`src/logic/execPkg.sv`:
```
`default_nettype none

package execPkg;

	// ====================
	// widths
	// ====================

	// operand and result width
	localparam int dataWidth = 32;
	// shift amount field
	localparam int shamtWidth = 5;
	// one quotient bit per divider step
	localparam int divSteps = dataWidth;
	// divider step counter width
	localparam int stepWidth = $clog2(divSteps);

	// ====================
	// operations
	// ====================

	typedef enum logic [4:0] {
		// arithmetic
		opAdd, opAddu, opSub, opSubu,
		// bitwise logic
		opAnd, opOr, opXor, opNor,
		// set less than
		opSlt, opSltu,
		// shifts by sa
		opSll, opSrl, opSra,
		// load upper from srcB low half
		opLui,
		// multiply / divide into hi/lo
		opMult, opMultu, opDiv, opDivu,
		// hi/lo moves
		opMfhi, opMflo, opMthi, opMtlo
	} execOpcode_t;

	// one operation as handed over by the outside
	typedef struct packed {
		execOpcode_t opcode;
		logic [dataWidth-1:0] srcA;
		logic [dataWidth-1:0] srcB;
		logic [shamtWidth-1:0] sa;
	} execOp_t;

	// completed operation
	typedef struct packed {
		logic [dataWidth-1:0] value;
		logic overflow;
	} execResult_t;

	// hi/lo register pair
	typedef struct packed {
		logic [dataWidth-1:0] hi;
		logic [dataWidth-1:0] lo;
	} hiLoPair_t;

	// multiply/divide completion
	typedef struct packed {
		hiLoPair_t hiLo;
		// one-cycle pulse
		logic done;
		// low on divide by zero
		logic write;
	} mdDone_t;

endpackage

`default_nettype wire

```
`src/logic/aluCore.sv`:
```
`timescale 1ns/1ps
`default_nettype none

module aluCore (
	input wire execPkg::execOp_t curOp,
	output execPkg::execResult_t aluResult
);

	logic [execPkg::dataWidth-1:0] a;
	logic [execPkg::dataWidth-1:0] b;
	logic [execPkg::dataWidth-1:0] sum;
	logic [execPkg::dataWidth-1:0] diff;
	logic addOvf;
	logic subOvf;
	logic sltBit;
	logic sltuBit;

	assign a = curOp.srcA;
	assign b = curOp.srcB;

	// shared adders for signed and unsigned forms
	assign sum = a + b;
	assign diff = a - b;

	// same operand signs, result sign flipped
	assign addOvf = (a[execPkg::dataWidth-1] == b[execPkg::dataWidth-1])
		&& (sum[execPkg::dataWidth-1] != a[execPkg::dataWidth-1]);
	// opposite operand signs, result sign differs from a
	assign subOvf = (a[execPkg::dataWidth-1] != b[execPkg::dataWidth-1])
		&& (diff[execPkg::dataWidth-1] != a[execPkg::dataWidth-1]);

	assign sltBit = $signed(a) < $signed(b);
	assign sltuBit = a < b;

	always_comb begin
		aluResult = '0;
		case (curOp.opcode)
			// value wraps even when overflow is flagged
			execPkg::opAdd: begin
				aluResult.value = sum;
				aluResult.overflow = addOvf;
			end
			execPkg::opAddu: aluResult.value = sum;
			execPkg::opSub: begin
				aluResult.value = diff;
				aluResult.overflow = subOvf;
			end
			execPkg::opSubu: aluResult.value = diff;
			execPkg::opAnd: aluResult.value = a & b;
			execPkg::opOr: aluResult.value = a | b;
			execPkg::opXor: aluResult.value = a ^ b;
			execPkg::opNor: aluResult.value = ~(a | b);
			execPkg::opSlt: aluResult.value = {{(execPkg::dataWidth-1){1'b0}}, sltBit};
			execPkg::opSltu: aluResult.value = {{(execPkg::dataWidth-1){1'b0}}, sltuBit};
			// shifts act on srcB, as rt in the instruction
			execPkg::opSll: aluResult.value = b << curOp.sa;
			execPkg::opSrl: aluResult.value = b >> curOp.sa;
			execPkg::opSra: aluResult.value = $signed(b) >>> curOp.sa;
			// immediate sits in srcB low half
			execPkg::opLui: aluResult.value = {b[15:0], 16'h0000};
			// mult/div and hi/lo moves are not ours
			default: aluResult = '0;
		endcase
	end

endmodule

`default_nettype wire

```
`src/logic/mulDivUnit.sv`:
```
`timescale 1ns/1ps
`default_nettype none

module mulDivUnit (
	input wire clk,
	input wire arstN,
	input wire mdStart,
	input wire execPkg::execOp_t curOp,
	output execPkg::mdDone_t mdOut
);

	localparam int w = execPkg::dataWidth;

	logic isMult;
	logic isSigned;
	logic aNeg;
	logic bNeg;
	logic [2*w-1:0] product;
	logic [w-1:0] aMag;
	logic [w-1:0] bMag;

	// divider state
	logic busy;
	logic [execPkg::stepWidth-1:0] stepCnt;
	logic lastStep;
	logic [w-1:0] remQ;
	logic [w-1:0] quoQ;
	logic [w-1:0] divisorQ;
	logic quoNeg;
	logic remNeg;
	logic divZero;
	logic [w:0] remShift;
	logic [w:0] trial;
	logic [w-1:0] remNext;
	logic [w-1:0] quoNext;

	// output registers
	execPkg::hiLoPair_t hiLoQ;
	logic doneQ;
	logic writeQ;

	// ====================
	// operand decode
	// ====================

	assign isMult = curOp.opcode inside {execPkg::opMult, execPkg::opMultu};
	assign isSigned = curOp.opcode inside {execPkg::opMult, execPkg::opDiv};
	assign aNeg = isSigned && curOp.srcA[w-1];
	assign bNeg = isSigned && curOp.srcB[w-1];

	// extend to 64 bits, low 64 of the product are exact both ways
	assign product = {{w{aNeg}}, curOp.srcA} * {{w{bNeg}}, curOp.srcB};

	// divider runs on magnitudes
	assign aMag = aNeg ? -curOp.srcA : curOp.srcA;
	assign bMag = bNeg ? -curOp.srcB : curOp.srcB;

	// ====================
	// restoring step
	// ====================

	// bring down next dividend bit
	assign remShift = {remQ, quoQ[w-1]};
	assign trial = remShift - {1'b0, divisorQ};
	// borrow means restore
	assign remNext = trial[w] ? remShift[w-1:0] : trial[w-1:0];
	assign quoNext = {quoQ[w-2:0], ~trial[w]};
	assign lastStep = stepCnt == execPkg::stepWidth'(execPkg::divSteps - 1);

	// control
	always_ff @(posedge clk or negedge arstN) begin
		if (!arstN) begin
			busy <= 1'b0;
			stepCnt <= '0;
			doneQ <= 1'b0;
			writeQ <= 1'b0;
		end else begin
			doneQ <= 1'b0;
			if (mdStart && isMult) begin
				doneQ <= 1'b1;
				writeQ <= 1'b1;
			end else if (mdStart) begin
				busy <= 1'b1;
				stepCnt <= '0;
			end else if (busy) begin
				stepCnt <= stepCnt + 1'b1;
				if (lastStep) begin
					busy <= 1'b0;
					doneQ <= 1'b1;
					// hi/lo left alone on zero divisor
					writeQ <= !divZero;
				end
			end
		end
	end

	// datapath
	always_ff @(posedge clk) begin
		if (mdStart && isMult) begin
			hiLoQ <= product;
		end else if (mdStart) begin
			remQ <= '0;
			quoQ <= aMag;
			divisorQ <= bMag;
			quoNeg <= aNeg ^ bNeg;
			// remainder follows dividend sign
			remNeg <= aNeg;
			divZero <= curOp.srcB == '0;
		end else if (busy) begin
			remQ <= remNext;
			quoQ <= quoNext;
			if (lastStep) begin
				hiLoQ.hi <= remNeg ? -remNext : remNext;
				hiLoQ.lo <= quoNeg ? -quoNext : quoNext;
			end
		end
	end

	assign mdOut = '{hiLo: hiLoQ, done: doneQ, write: writeQ};

	// sequencer must wait for the divider
	noStartWhileBusy: assert property (@(posedge clk) disable iff (!arstN)
		busy |-> !mdStart);

	doneIsPulse: assert property (@(posedge clk) disable iff (!arstN)
		doneQ |=> !doneQ);

endmodule

`default_nettype wire

```
`src/logic/writebackStage.sv`:
```
`timescale 1ns/1ps
`default_nettype none

module writebackStage (
	input wire clk,
	input wire arstN,
	input wire req,
	input wire execPkg::execOp_t op,
	input wire execPkg::execResult_t aluResult,
	input wire execPkg::mdDone_t mdOut,
	output logic ack,
	output execPkg::execResult_t result,
	output execPkg::execOp_t curOp,
	output logic mdStart
);

	typedef enum logic [1:0] {
		idle,
		issue,
		waitMd,
		hold
	} wbState_t;

	wbState_t state;
	execPkg::hiLoPair_t hiLo;
	execPkg::execResult_t resultNext;
	logic isMulDiv;

	assign isMulDiv = curOp.opcode inside {execPkg::opMult, execPkg::opMultu,
		execPkg::opDiv, execPkg::opDivu};

	// one-cycle kick, only out of issue
	assign mdStart = (state == issue) && isMulDiv;

	// ====================
	// result select
	// ====================

	always_comb begin
		resultNext = '0;
		case (curOp.opcode)
			execPkg::opMfhi: resultNext.value = hiLo.hi;
			execPkg::opMflo: resultNext.value = hiLo.lo;
			// hi/lo writers return zero
			execPkg::opMthi, execPkg::opMtlo,
			execPkg::opMult, execPkg::opMultu,
			execPkg::opDiv, execPkg::opDivu: resultNext = '0;
			default: resultNext = aluResult;
		endcase
	end

	// operand latch, taken once per request
	always_ff @(posedge clk) begin
		if (state == idle && req) begin
			curOp <= op;
		end
	end

	// ====================
	// handshake FSM
	// ====================

	always_ff @(posedge clk or negedge arstN) begin
		if (!arstN) begin
			state <= idle;
			ack <= 1'b0;
			result <= '0;
			hiLo <= '0;
		end else begin
			case (state)
				idle: if (req) state <= issue;
				// alu settles here, mult/div gets mdStart
				issue: state <= waitMd;
				waitMd: begin
					// only mult/div can stall here
					if (!isMulDiv || mdOut.done) begin
						state <= hold;
						ack <= 1'b1;
						result <= resultNext;
						if (mdOut.done && mdOut.write) hiLo <= mdOut.hiLo;
						if (curOp.opcode == execPkg::opMthi) hiLo.hi <= curOp.srcA;
						if (curOp.opcode == execPkg::opMtlo) hiLo.lo <= curOp.srcA;
					end
				end
				// hold ack and result until req drops
				hold: begin
					if (!req) begin
						ack <= 1'b0;
						state <= idle;
					end
				end
				default: state <= idle;
			endcase
		end
	end

	// four-phase rule seen from the outside
	ackNeedsReq: assert property (@(posedge clk) disable iff (!arstN)
		$rose(ack) |-> $past(req));

endmodule

`default_nettype wire

```
`src/logic/execUnit.sv`:
```
`timescale 1ns/1ps
`default_nettype none

module execUnit (
	input wire clk,
	input wire arstN,
	input wire req,
	input wire execPkg::execOp_t op,
	output logic ack,
	output execPkg::execResult_t result
);

	execPkg::execOp_t curOp;
	execPkg::execResult_t aluResult;
	execPkg::mdDone_t mdOut;
	logic mdStart;

	// sequencer, owns hi/lo
	writebackStage writebackStage_i (
		.clk(clk),
		.arstN(arstN),
		.req(req),
		.op(op),
		.aluResult(aluResult),
		.mdOut(mdOut),
		.ack(ack),
		.result(result),
		.curOp(curOp),
		.mdStart(mdStart)
	);

	// single-cycle ops
	aluCore aluCore_i (
		.curOp(curOp),
		.aluResult(aluResult)
	);

	// multi-cycle ops
	mulDivUnit mulDivUnit_i (
		.clk(clk),
		.arstN(arstN),
		.mdStart(mdStart),
		.curOp(curOp),
		.mdOut(mdOut)
	);

endmodule

`default_nettype wire

```
`config.mk`:
```
export PLATFORM = sky130hd
export DESIGN_NAME = execUnit
export DESIGN_NICKNAME = d
export VERILOG_FILES = /design/src/logic/execPkg.sv /design/src/logic/aluCore.sv /design/src/logic/mulDivUnit.sv /design/src/logic/writebackStage.sv /design/src/logic/execUnit.sv
export SDC_FILE = /design/constraint.sdc
export NUM_CORES = 2
export LEC_CHECK = 0
export BUFFER_PORTS_ARGS = -buffer_cell sky130_fd_sc_hd__buf_4
export CORE_AREA = 2 2 381 383
export DETAILED_ROUTE_END_ITERATION = 16
export DIE_AREA = 0 0 383 385
export HOLD_SLACK_MARGIN = 0.03
export SLEW_MARGIN = 20
export SYNTH_ARGS = -nofsm -noshare
export SYNTH_HDL_FRONTEND = slang
export SYNTH_SLANG_ARGS = --single-unit
```
`constraint.sdc`:
```
create_clock -name clk -period 27.4 [get_ports clk]
set_input_delay 2.74 -clock clk [delete_from_list [all_inputs] [get_ports clk]]
set_output_delay 2.74 -clock clk [all_outputs]
set_load 0.005 [all_outputs]
```
==> impl_results.md <==
- Clock tree sinks: 345
- Post-Syn Instances: 7322
- Clock root cell: clkbuf_16
- Top cell type by total area after synthesis: fa_1
- Critical Path Slowest Stage Cell: fa_1
- Die ar.: 147000 sq um
- Hold_buf cts: 0
- Drt via density: just over 6
- Leading post-synthesis cells by cell area: fa_1 (35%), edfxtp_1 (11%), inv_1 (7.6%), ha_1 (6.8%), nand2_1 (5.9%)
- Count of buffer and inverter cells on the critical path: 8
- Largest net degree at the start of global routing: 74
- Non-Filler Instances: 9110
- Most numerous cell in the Yosys netlist: inv_1
- # resized after CTS: 0
- Final nets: 8724
- DRT Pass-1 Iters: 8
- Ys Warns: 0
- Worst stage delay on the critical path: between 0.9 and 1 ns
- Core area: 143000 sq um
- Startpoint types: flip-flop
- Clock buffer count from CTS: 41
- Die Y: 385 um
- Fillers: 13800
- Routability-driven placement congestion ratio: 0.991
- Gr usage total: roughly 36%
- Slew Limit Fails: 0
- Slew @ Worst Pin: 1.28 ns
- Critical path class: reg2reg
- R2r setup slk: 16.04 ns
- Cell repeated most along the worst path: fa_1
- EDFF count, synth: 237
- Crit path max-delay family: adder cells
- CP endpoint: mulDivUnit_i.mdOut[64]
- Post-synthesis sequential area ratio: 15.3%
- CTS max path bufs: 3
- Multi-input logic area: 47800 sq um
- Post-CTS Setup Inserts: 0
- Synth cell count leaders: inv_1 (1307), fa_1 (1128), nand2_1 (1007), nor2_1 (728), a21oi_1 (380)
- Drt wl/cell: 28.8 um
- Storage element area: 9820 sq um
- CTS tree: done
- Final hold vios: 0
- RSZ-0062 raised after global routing: no
- Total congestion overflow: 0
- DRT iter0 DRCs: about 7000
- Worst-Skew Late Latency: 0.62 ns
- Placed cell area: about 67000 sq um
- Predominant post-synthesis flop cell: edfxtp_1
- ANT nets after route: 0
- Starting Density: between 40 and 50%
- Vias in the first global route: 55000
- WP data arrival: approximately 12 ns
- Final Cell Area: 68400 sq um
- FMAX: slightly below 0.09 GHz
- Distinct cell type count after synthesis: 96
- R2R Path End: mulDivUnit_i.mdOut[64]
- Status: finished clean
- Setup crit start: writebackStage_i.curOp[71]
- Fin crit period: 11.36 ns
- Syn Area/Cell: 8.77 sq um
- Share of the synthesized area in the top cell type: 35.2%
- Crit path capture type: flip-flop
- Fin crit share: between 40% and 50%
- DRT Wirelength: 263000 um
- Seq cells post-synth: around 350
- Sum of negative setup slack: 0 ns
- Worst-path maximum fanout: 30
- Share of cells above drive strength 1: 6.49%
- Clock slew at reported path FFs: ~0.060 ns
- Synth Net Count: 8878
- Hold Crit Class: reg2reg
- DR DRC count: 0
- Hpwl dp: 198000 um
- Floorplan row count: 139
- Final setup vio count: 0
- Clock Skews: 0.0337 ns
- Initial antenna violation count: 13
- First-pass GRT wire length: 382000 um
- IO Port Bufs: 110
- Async SR Flop Fraction: between 30% and 40%
- H-tree depth: 2
- # IOs: ~110
- Max_cap viols: 0
- Levels on crit path: 32
- Reg2reg start: writebackStage_i.curOp[71]
- Die X: 383 um
- Reg2reg path depth: 32
- Vias: 55200
- Placed instance count: 9028
- Relative slew slack: 13.6%
- Worst path required time: 27.73 ns
- Synth Cell Area: 64200 sq um
- P&R area growth vs syn: 6.52%
-- metrics by stage --
step / worst slack (ns) / hold slack [ns] / utilization, %
after floorplan: 18.28 / 0.435 / -
after global placement: 16.38 / 0.465 / 46.8
after CTS: 16.11 / 0.489 / 47.8
final: 16.04 / 0.481 / 47.8
after global routing: 15.45 / 0.521 / 47.8
after detailed placement: 16.16 / 0.477 / 46.8
-- layer usage --
layer	wire [um]	track usage [%]
met4	16000	17.3
met1	106000	49.2
met3	29000	8.13
met5	57	0
met2	112000	53.1
-- cell families after synthesis --
group	share of synthesized area (%)
buf+inv	10.6
fa+ha+maj	42.0
flops	15.3
simple gates	14.0
compound gates	11.6
xor+xnor	2.81
mux	3.75
-- placed cells by master, fill, tap and decap left out, drive strengths merged, types with 19 or more instances in the layout --
| master | netlist | layout |
|---|---|---|
| a2111oi | 19 | 19 |
| a211oi | 37 | 37 |
| a21o | 54 | 54 |
| a21oi | 383 | 383 |
| a221oi | 39 | 39 |
| a22oi | 35 | 35 |
| a31oi | 44 | 44 |
| and2 | 24 | 24 |
| and3 | 27 | 27 |
| buf | 136 | 274 |
| clkbuf | 335 | 58 |
| clkinv | 13 | 21 |
| dfrtp | 108 | 108 |
| edfxtp | 237 | 237 |
| fa | 1128 | 1128 |
| ha | 351 | 351 |
| inv | 1315 | 1319 |
| mux2 | 28 | 28 |
| mux2i | 144 | 144 |
| mux4 | 29 | 29 |
| nand2 | 1007 | 1007 |
| nand2b | 33 | 33 |
| nand3 | 73 | 73 |
| nand4 | 38 | 38 |
| nor2 | 728 | 728 |
| nor2b | 24 | 24 |
| nor3 | 62 | 62 |
| nor4 | 33 | 33 |
| o211ai | 26 | 26 |
| o21a | 20 | 20 |
| o21ai | 256 | 256 |
| o21bai | 32 | 32 |
| o31ai | 32 | 32 |
| o41ai | 19 | 19 |
| or3 | 20 | 20 |
| xnor2 | 153 | 153 |
| xor2 | 52 | 52 |
-- flip-flops by register name, indices dropped and copies added, names as in the netlist --
register / count
mulDivUnit_i.remQ: 32
mulDivUnit_i.divisorQ: 32
mulDivUnit_i.divZero: 1
mulDivUnit_i.stepCnt: 5
mulDivUnit_i.writeQ: 1
mulDivUnit_i.mdOut: 64
mulDivUnit_i.remNeg: 1
mulDivUnit_i.busy: 1
writebackStage_i.curOp: 74
mulDivUnit_i.quoQ: 32
writebackStage_i.result: 33
writebackStage_i.state: 2
writebackStage_i.hiLo: 64
mulDivUnit_i.quoNeg: 1
writebackStage_i.ack: 1
mulDivUnit_i.doneQ: 1
-- tightest hold or removal path: stages (launching register included) --
cell and delay, ns:
dfrtp_1 0.34, nand2_1 0.05, o21ai_0 0.06
-- area by class of cell --
| type | count | area share (%) |
|---|---|---|
| Multi-Input combinational cell | 5178 | 69.8 |
| Sequential cell | 345 | 14.4 |
| Inverter | 1328 | 7.29 |
| Tap cell | 1903 | 3.48 |
| Timing Repair Buffer | 274 | 3.02 |
| Clock buffer | 58 | 1.74 |
| Clock inverter | 18 | 0.282 |
| Antenna cell | 6 | 0.0219 |
-- how the worst min path moves through the flow --
stage                                    start  cells past startpoint  slack (ns)                    endpoint
floorplan                 mulDivUnit_i.divZero                      1        0.43         mulDivUnit_i.writeQ
global placement    writebackStage_i.result[4]                      2        0.47  writebackStage_i.result[4]
detailed placement  writebackStage_i.result[8]                      2        0.48  writebackStage_i.result[8]
CTS                 writebackStage_i.result[2]                      2        0.49  writebackStage_i.result[2]
global route        writebackStage_i.result[2]                      2        0.52  writebackStage_i.result[2]
finish              writebackStage_i.result[2]                      2        0.48  writebackStage_i.result[2]
Power is left out: the tool's default activity adds up to more than one toggle a clock period on the data nets, which glitch-free logic cannot reach.
